File: config.mk
export PLATFORM = sky130hd
export DESIGN_NAME = gpmc_bridge
export DESIGN_NICKNAME = d
export VERILOG_FILES = /design/src/design/gpmc_pkg.sv /design/src/design/gpmc_if.sv /design/src/design/gpmc_tx_writer.sv /design/src/design/gpmc_rx_reader.sv /design/src/design/gpmc_bus_mux.sv /design/src/design/gpmc_bridge.sv
export SDC_FILE = /design/constraint.sdc
export NUM_CORES = 1
export LEC_CHECK = 0
export ABC_AREA = 1
export BUFFER_PORTS_ARGS = -buffer_cell sky130_fd_sc_hd__buf_2
export CORE_MARGIN = 3
export CORE_UTILIZATION = 67
export CTS_CLUSTER_DIAMETER = 150
export DETAILED_ROUTE_END_ITERATION = 8
export PLACE_DENSITY_LB_ADDON = 0.2
export SLEW_MARGIN = 20
export SYNTH_ARGS = -nofsm -noshare
export SYNTH_HDL_FRONTEND = slang
export SYNTH_SLANG_ARGS = --single-unit
File: constraint.sdc
create_clock -name em_clk_i -period 6.85 [get_ports em_clk_i]
set_input_delay 1.0275 -clock em_clk_i [delete_from_list [all_inputs] [get_ports em_clk_i]]
set_output_delay 1.0275 -clock em_clk_i [all_outputs]
set_load 0.05 [all_outputs]
File: src/design/gpmc_pkg.sv
// Shared widths, queue sizes and framing types for the GPMC stream bridge
package gpmc_pkg;

   ////////////////////////////////////////////////////////////////////////////
   // Bus and stream widths
   ////////////////////////////////////////////////////////////////////////////

   // Processor data bus word
   localparam int DATA_W      = 16;

   // Stream word with start of frame in bit 16 and end of frame in bit 17
   localparam int STREAM_W    = 18;

   // Each half of the chip select 6 status word
   localparam int STAT_BYTE_W = DATA_W / 2;

   ////////////////////////////////////////////////////////////////////////////
   // Queue sizing and framing
   ////////////////////////////////////////////////////////////////////////////

   localparam int FIFO_DEPTH  = 16;
   localparam int PTR_W       = $clog2(FIFO_DEPTH);

   // Fill count has to reach FIFO_DEPTH itself
   localparam int CNT_W       = 5;

   // Fixed frame length on the transmit stream
   localparam int FRAME_LEN   = 10;

   typedef enum logic {
      FRAME_IDLE = 1'b0,
      FRAME_BODY = 1'b1
   } frame_state_e;

endpackage

File: src/design/gpmc_if.sv
// Bus strobe bundle and per-path status bundle shared inside the bridge
`timescale 1ns/1ps

////////////////////////////////////////////////////////////////////////////
// GPMC strobes and write data driven from the top-level pins
////////////////////////////////////////////////////////////////////////////

interface gpmc_bus_if import gpmc_pkg::*; ();

   // Active-low strobes
   logic              ncs4;
   logic              ncs6;
   logic              nwe;
   logic              noe;

   // Write data from the processor
   logic [DATA_W-1:0] d_in;

   modport listen (input ncs4, input ncs6, input nwe, input noe, input d_in);

endinterface

////////////////////////////////////////////////////////////////////////////
// Read data, drive request, error pulse and fill count of one path
////////////////////////////////////////////////////////////////////////////

interface path_status_if import gpmc_pkg::*; ();

   logic [DATA_W-1:0] rd_data;
   logic              rd_req;
   logic              err;
   logic [CNT_W-1:0]  level;

   // Path side
   modport src (output rd_data, output rd_req, output err, output level);

   // Combiner side
   modport sink (input rd_data, input rd_req, input err, input level);

endinterface

File: src/design/gpmc_tx_writer.sv
// Transmit path that queues chip select 4 writes and sends them as framed stream words
`timescale 1ns/1ps

module gpmc_tx_writer import gpmc_pkg::*; (
   input  logic                em_clk_i,
   input  logic                rst_i,
   gpmc_bus_if.listen          bus,
   path_status_if.src          stat,
   output logic [STREAM_W-1:0] tx_data_o,
   output logic                tx_src_rdy_o,
   input  logic                tx_dst_rdy_i,
   output logic                tx_have_space_o
);

   logic [STREAM_W-1:0] mem [FIFO_DEPTH];
   logic [PTR_W-1:0]    wr_ptr;
   logic [PTR_W-1:0]    rd_ptr;
   logic [CNT_W-1:0]    level;
   logic [CNT_W-1:0]    free_cnt;
   logic [CNT_W-1:0]    word_cnt;
   frame_state_e        frame_state;
   logic                wr_edge;
   logic                full;
   logic                push;
   logic                pop;
   logic                sof;
   logic                eof;

   ////////////////////////////////////////////////////////////////////////////
   // Write side
   ////////////////////////////////////////////////////////////////////////////

   assign wr_edge = ~bus.ncs4 & ~bus.nwe;
   assign full    = (level == CNT_W'(FIFO_DEPTH));
   assign push    = wr_edge & ~full;

   // Flags are fixed when the word enters the queue
   assign sof = (frame_state == FRAME_IDLE);
   assign eof = (word_cnt == CNT_W'(FRAME_LEN - 1));

   always_ff @(posedge em_clk_i) begin
      if (rst_i) begin
         frame_state <= FRAME_IDLE;
         word_cnt    <= '0;
      end else if (push) begin
         if (eof) begin
            frame_state <= FRAME_IDLE;
            word_cnt    <= '0;
         end else begin
            frame_state <= FRAME_BODY;
            word_cnt    <= word_cnt + 1'b1;
         end
      end
   end

   always_ff @(posedge em_clk_i) begin
      if (push) begin
         mem[wr_ptr] <= {eof, sof, bus.d_in};
      end
   end

   ////////////////////////////////////////////////////////////////////////////
   // Pointers and fill count
   ////////////////////////////////////////////////////////////////////////////

   assign pop = tx_src_rdy_o & tx_dst_rdy_i;

   always_ff @(posedge em_clk_i) begin
      if (rst_i) begin
         wr_ptr <= '0;
         rd_ptr <= '0;
         level  <= '0;
      end else begin
         if (push) begin
            wr_ptr <= wr_ptr + 1'b1;
         end
         if (pop) begin
            rd_ptr <= rd_ptr + 1'b1;
         end
         case ({push, pop})
            2'b10:   level <= level + 1'b1;
            2'b01:   level <= level - 1'b1;
            default: level <= level;
         endcase
      end
   end

   // Head word goes straight out
   assign tx_data_o       = mem[rd_ptr];
   assign tx_src_rdy_o    = (level != '0);
   assign free_cnt        = CNT_W'(FIFO_DEPTH) - level;
   assign tx_have_space_o = (free_cnt >= CNT_W'(FRAME_LEN));

   // Nothing to read back on this path
   assign stat.rd_data = '0;
   assign stat.rd_req  = 1'b0;
   assign stat.err     = wr_edge & full;
   assign stat.level   = level;

   a_tx_level_bound: assert property (@(posedge em_clk_i) disable iff (rst_i)
      level <= CNT_W'(FIFO_DEPTH));

   a_tx_hold_on_stall: assert property (@(posedge em_clk_i) disable iff (rst_i)
      (tx_src_rdy_o && !tx_dst_rdy_i) |=> (tx_src_rdy_o && $stable(tx_data_o)));

endmodule

File: src/design/gpmc_rx_reader.sv
// Receive path that queues stream words and returns them on chip select 4 reads
`timescale 1ns/1ps

module gpmc_rx_reader import gpmc_pkg::*; (
   input  logic                em_clk_i,
   input  logic                rst_i,
   gpmc_bus_if.listen          bus,
   path_status_if.src          stat,
   input  logic [STREAM_W-1:0] rx_data_i,
   input  logic                rx_src_rdy_i,
   output logic                rx_dst_rdy_o,
   output logic                rx_have_data_o
);

   logic [STREAM_W-1:0] mem [FIFO_DEPTH];
   logic [PTR_W-1:0]    wr_ptr;
   logic [PTR_W-1:0]    rd_ptr;
   logic [CNT_W-1:0]    level;
   logic                rd_edge;
   logic                empty;
   logic                push;
   logic                pop;

   ////////////////////////////////////////////////////////////////////////////
   // Stream side fills the queue
   ////////////////////////////////////////////////////////////////////////////

   assign rx_dst_rdy_o = (level != CNT_W'(FIFO_DEPTH));
   assign push         = rx_src_rdy_i & rx_dst_rdy_o;

   always_ff @(posedge em_clk_i) begin
      if (push) begin
         mem[wr_ptr] <= rx_data_i;
      end
   end

   ////////////////////////////////////////////////////////////////////////////
   // Bus side drains it
   ////////////////////////////////////////////////////////////////////////////

   assign rd_edge = ~bus.ncs4 & ~bus.noe;
   assign empty   = (level == '0);
   assign pop     = rd_edge & ~empty;

   always_ff @(posedge em_clk_i) begin
      if (rst_i) begin
         wr_ptr <= '0;
         rd_ptr <= '0;
         level  <= '0;
      end else begin
         if (push) begin
            wr_ptr <= wr_ptr + 1'b1;
         end
         if (pop) begin
            rd_ptr <= rd_ptr + 1'b1;
         end
         case ({push, pop})
            2'b10:   level <= level + 1'b1;
            2'b01:   level <= level - 1'b1;
            default: level <= level;
         endcase
      end
   end

   // Empty queue reads back as zero and frame flags are dropped
   assign stat.rd_data = empty ? '0 : mem[rd_ptr][DATA_W-1:0];
   assign stat.rd_req  = rd_edge;
   assign stat.err     = rd_edge & empty;
   assign stat.level   = level;

   assign rx_have_data_o = ~empty;

   a_rx_level_bound: assert property (@(posedge em_clk_i) disable iff (rst_i)
      level <= CNT_W'(FIFO_DEPTH));

endmodule

File: src/design/gpmc_bus_mux.sv
// Combiner for read data, output enable and the sticky bus error of both paths
`timescale 1ns/1ps

module gpmc_bus_mux import gpmc_pkg::*; (
   input  logic              em_clk_i,
   input  logic              rst_i,
   gpmc_bus_if.listen        bus,
   path_status_if.sink       tx_stat,
   path_status_if.sink       rx_stat,
   output logic [DATA_W-1:0] em_d_o,
   output logic              em_d_oe_o,
   output logic              bus_error_o,
   input  logic              bus_reset_i
);

   logic              cs6_rd;
   logic [DATA_W-1:0] path_data;
   logic [DATA_W-1:0] status_word;

   ////////////////////////////////////////////////////////////////////////////
   // Read data and drive enable
   ////////////////////////////////////////////////////////////////////////////

   assign cs6_rd = ~bus.ncs6 & ~bus.noe;

   // Tx level in the high byte and rx level in the low byte
   assign status_word = {STAT_BYTE_W'(tx_stat.level), STAT_BYTE_W'(rx_stat.level)};

   assign path_data = (tx_stat.rd_req ? tx_stat.rd_data : '0) |
                      (rx_stat.rd_req ? rx_stat.rd_data : '0);

   // Chip select 4 wins when both are low
   assign em_d_o    = ~bus.ncs4 ? path_data : status_word;
   assign em_d_oe_o = tx_stat.rd_req | rx_stat.rd_req | cs6_rd;

   ////////////////////////////////////////////////////////////////////////////
   // Sticky error
   ////////////////////////////////////////////////////////////////////////////

   always_ff @(posedge em_clk_i) begin
      if (rst_i || bus_reset_i) begin
         bus_error_o <= 1'b0;
      end else if (tx_stat.err || rx_stat.err) begin
         bus_error_o <= 1'b1;
      end
   end

   // Drive requests from either path must line up with a real read strobe
   a_oe_only_on_read: assert property (@(posedge em_clk_i) disable iff (rst_i)
      em_d_oe_o |-> (!bus.noe && (!bus.ncs4 || !bus.ncs6)));

endmodule

File: src/design/gpmc_bridge.sv
// Top level of the GPMC to stream bridge, joining both paths and the bus combiner
`timescale 1ns/1ps

module gpmc_bridge import gpmc_pkg::*; (
   input  logic                em_clk_i,
   input  logic                rst_i,
   // GPMC pins
   input  logic [DATA_W-1:0]   em_d_i,
   output logic [DATA_W-1:0]   em_d_o,
   output logic                em_d_oe_o,
   input  logic                em_ncs4_i,
   input  logic                em_ncs6_i,
   input  logic                em_nwe_i,
   input  logic                em_noe_i,
   // Stream ports
   output logic [STREAM_W-1:0] tx_data_o,
   output logic                tx_src_rdy_o,
   input  logic                tx_dst_rdy_i,
   input  logic [STREAM_W-1:0] rx_data_i,
   input  logic                rx_src_rdy_i,
   output logic                rx_dst_rdy_o,
   // Processor side flags
   output logic                tx_have_space_o,
   output logic                rx_have_data_o,
   output logic                bus_error_o,
   input  logic                bus_reset_i
);

   gpmc_bus_if    bus_if ();
   path_status_if tx_stat ();
   path_status_if rx_stat ();

   assign bus_if.ncs4 = em_ncs4_i;
   assign bus_if.ncs6 = em_ncs6_i;
   assign bus_if.nwe  = em_nwe_i;
   assign bus_if.noe  = em_noe_i;
   assign bus_if.d_in = em_d_i;

   ////////////////////////////////////////////////////////////////////////////
   // Data paths on chip select 4
   ////////////////////////////////////////////////////////////////////////////

   gpmc_tx_writer u_tx_writer (
      .em_clk_i        (em_clk_i),
      .rst_i           (rst_i),
      .bus             (bus_if),
      .stat            (tx_stat),
      .tx_data_o       (tx_data_o),
      .tx_src_rdy_o    (tx_src_rdy_o),
      .tx_dst_rdy_i    (tx_dst_rdy_i),
      .tx_have_space_o (tx_have_space_o)
   );

   gpmc_rx_reader u_rx_reader (
      .em_clk_i       (em_clk_i),
      .rst_i          (rst_i),
      .bus            (bus_if),
      .stat           (rx_stat),
      .rx_data_i      (rx_data_i),
      .rx_src_rdy_i   (rx_src_rdy_i),
      .rx_dst_rdy_o   (rx_dst_rdy_o),
      .rx_have_data_o (rx_have_data_o)
   );

   // Status word on chip select 6 and the shared bus outputs
   gpmc_bus_mux u_bus_mux (
      .em_clk_i    (em_clk_i),
      .rst_i       (rst_i),
      .bus         (bus_if),
      .tx_stat     (tx_stat),
      .rx_stat     (rx_stat),
      .em_d_o      (em_d_o),
      .em_d_oe_o   (em_d_oe_o),
      .bus_error_o (bus_error_o),
      .bus_reset_i (bus_reset_i)
   );

endmodule

==> results.json <==
{
  "status": "finished clean",
  "yosys.area.top_type": "edfxtp_1",
  "grt_max_degree": 289,
  "cp_num_buf_inv": 2,
  "timing.rr.start": "u_rx_reader.stat.level[0]$_SDFFE_PP0P_",
  "pre_cts_ws_ns": 2.75,
  "worst_pin_slew_ns": 1.01,
  "critical_path.slowest_cell": "dfxtp_4",
  "die_h_um": 196,
  "port_buffers": 80,
  "reg2reg_depth": 15,
  "finalHoldViolations": 0,
  "clk_path_buf_depth": 3,
  "clk_pin_slew_ns": 0.06,
  "htreeDepth": 2,
  "cp.required_ns": 5.82,
  "critPathCapture": "em_d_o[12]",
  "drv_slew": 0,
  "start_kind": "flop",
  "postPlaceCellArea_mm2": 0.0251,
  "path_cells": "buf_4 > nor2_1 > nor2_1 > o21ai_0 > nand3_1 > nand3_1 > nand2_1 > nand2_1 > nand2_1 > buf_2",
  "drt-pass1-iter-count": 6,
  "ys_ff_latch": 585,
  "viasPerCell": 5.97,
  "ctsResizeCount": 0,
  "whs_ns": 0.491,
  "clk-insertion-delay-late_ns": 0.59,
  "cts_buffers": 55,
  "path_class": "reg -> out",
  "grt_overflow": 0,
  "drt-total-wl_um": 53700,
  "clkPwrFrac_pct": 31.9,
  "utilization_pct": 75.2,
  "power.total_mw": 8.84,
  "yosysUniqueCellTypes": 33,
  "stdcell_area_mm2": 0.0268,
  "yosys-top-cells-area": "edfxtp_1, nand2_1, nand3_1",
  "cts_tree": "built",
  "critPathArrivalTime_ns": 3.55,
  "cts_root_buf": "clkbuf_16",
  "row_count": 69,
  "synth-main-ff-cell": "edfxtp_1",
  "cap_viol_max_count": 0,
  "synthAdderAreaFrac_pct": 1.19,
  "fin_crit_ns": 4.58,
  "synth_top_family_by_area": "simple AND/OR/NAND/NOR gates",
  "grt_pass1_vias": 15118,
  "skew_ns": 0.0130,
  "dieArea_mm2": 0.0386,
  "drtIter0Drc": 1895,
  "cp.depth": 10,
  "post-route-period-util_pct": 66.9,
  "ys_seq_area_share_pct": 70.7,
  "yosysWarnings": 0,
  "final_cell_count_no_fill": 2662,
  "dp.cells": 2560,
  "synth_compound_area_share_pct": 9.01,
  "synth.mux.area_fraction_pct": 0,
  "cts_sinks": 585,
  "max_freq_ghz": 0.218,
  "syn_area_mm2": 0.0243,
  "grt_pass1_wl_um": 83100,
  "async_flop_share_pct": 0,
  "tns_ns": 0,
  "maxSlewHeadroom_pct": 32.8,
  "r2r-end": "u_rx_reader.stat.level[4]$_SDFFE_PP0P_",
  "syn_to_final_growth_pct": 10.4,
  "setup_viol": 0,
  "reg2reg_slack_ns": 3.73,
  "drive_above_1_share_pct": 10.5,
  "critPathCaptureType": "output pin",
  "place_hpwl_um": 29400,
  "p_switching_mw": 2.72,
  "power.density_mw_per_mm2": 330,
  "postCtsHoldBufs": 0,
  "gp_congestion": 0.832,
  "die_x_um": 196,
  "core_region_area_mm2": 0.0357,
  "drc": 0,
  "path_common_cell": "nand2_1",
  "rsz0062_at_grt": "false",
  "nets": 2223,
  "synthSimpleGateAreaFrac_pct": 12.8,
  "synth_top_cell_area_share_pct": 67.3,
  "sequentialPowerShare_pct": 46.4,
  "wl_per_cell_um": 20.2,
  "syn_nets": 2164,
  "swShare_pct": 30.7,
  "power_leakage_nw": 9.80,
  "avgSynthCellArea_um2": 11.6,
  "vias": 15882,
  "antenna_found_initial": 6,
  "gr-usage-all-layers_pct": 28.1,
  "min_path_type": "reg -> reg",
  "ant_nets": 0,
  "synthXorXnorAreaFrac_pct": 0.361,
  "slowest_delay_ns": 0.95,
  "crit_fanout": 88,
  "internal_power_mw": 6.13,
  "setup_slack_ns": 2.27,
  "synth_edf_count": 544,
  "irDropWorstVdd_v": 0.000515,
  "initial_core_util_pct": 68.1,
  "cts_setup_buffers": 0,
  "io_pins": 83,
  "combPwrFrac_pct": 21.7,
  "synthCells": 2098,
  "path_delay_family": "buffers and inverters"
}
-- power by group through the flow --
| stage | Sequential (mW) | Clock (mW) | Combinational [mW] |
|---|---|---|---|
| floorplan | 4.10 | 0 | 1.55 |
| global placement | 4.17 | 0 | 1.83 |
| detailed placement | 4.17 | 0 | 1.89 |
| CTS | 4.10 | 2.85 | 1.90 |
| global route | 4.11 | 3.01 | 2.13 |
| finish | 4.10 | 2.82 | 1.92 |
-- synth_stat cells, types with 2 or more instances --
cell / number
clkbuf_1: 40
inv_1: 232
xor2_1: 6
ha_1: 23
o211ai_1: 108
nor3_1: 7
buf_6: 4
nand3_1: 215
xnor2_1: 4
a21oi_1: 102
nor2_1: 209
nand2_1: 307
buf_2: 49
buf_1: 14
edfxtp_1: 544
o21ai_0: 155
dfxtp_1: 41
clkinv_1: 2
o21ai_1: 12
nand4_1: 3
buf_4: 9
-- sequential cells by signal, summed over array words and instances, names as in the netlist, named ones only --
signal and flops:
u_rx_reader.stat.level 5, u_tx_writer.rd_ptr 4, u_bus_mux.bus_error_o 1, u_tx_writer.mem 288, u_rx_reader.rd_ptr 4, u_tx_writer.stat.level 5
u_tx_writer.frame_state 1, u_rx_reader.wr_ptr 4, u_rx_reader.mem 256, u_tx_writer.wr_ptr 4, u_tx_writer.word_cnt 5
-- per-layer routing --
layer | global-route usage (%) | part of all wire, % | vias to the layer above
li1 | - | - | 7430
met1 | 41.3 | 41 | 7582
met2 | 44.0 | 47 | 760
met3 | 4.85 | 9.4 | 104
met4 | 8.69 | 2.1 | 6
met5 | 0 | 0.075 | -
-- cells in the final DEF (no fill, tap or decap), types with 10 or more instances in the layout --
master       n
o21ai_0    155
nand3_1    215
nor2_1     177
clkbuf_1    18
clkinv_1    10
clkbuf_16   57
buf_2       80
nand2_1    307
o21ai_1     12
dfxtp_1     37
nor2_2      28
buf_4       37
ha_1        23
inv_1      232
o211ai_1   108
a21oi_1    102
edfxtp_1   544
-- cell families after synthesis --
kind of cell / Yosys count
and+or+nand+nor: 746
DFF: 585
AOI/OAI and AO/OA: 381
buffers and inverters: 353
adders and majority gates: 23
xor gates and xnor gates: 10
-- worst min path at each step --
stage / startpoint / endpoint / slack, ns / cells past startpoint
after floorplan: u_tx_writer.rd_ptr[2]$_SDFFE_PP0N_ / flop / 0.46 / 2
after CTS: u_tx_writer.rd_ptr[1]$_SDFFE_PP0N_ / flop / 0.50 / 2
after detailed placement: u_tx_writer.rd_ptr[1]$_SDFFE_PP0N_ / flop / 0.49 / 2
after global routing: u_tx_writer.rd_ptr[1]$_SDFFE_PP0N_ / flop / 0.53 / 2
final: u_tx_writer.rd_ptr[1]$_SDFFE_PP0N_ / flop / 0.49 / 2
after global placement: u_tx_writer.rd_ptr[1]$_SDFFE_PP0N_ / flop / 0.47 / 2
-- final cells by class --
type,count,area (um2)
Antenna cell,3,7.51
Clock buffer,79,1550
Clock inverter,19,116
Fill cell,2229,8860
Inverter,236,888
Multi-Input combinational cell,1160,5760
Sequential cell,585,17200
Tap cell,461,577
Timing Repair Buffer,119,726
-- tightest hold or removal path, cell delays in order (launching register included) --
cell and delay [ns]:
dfxtp_1 0.31, inv_1 0.06, a21oi_1 0.07
Note: power is estimated with default switching activity, not from simulation.
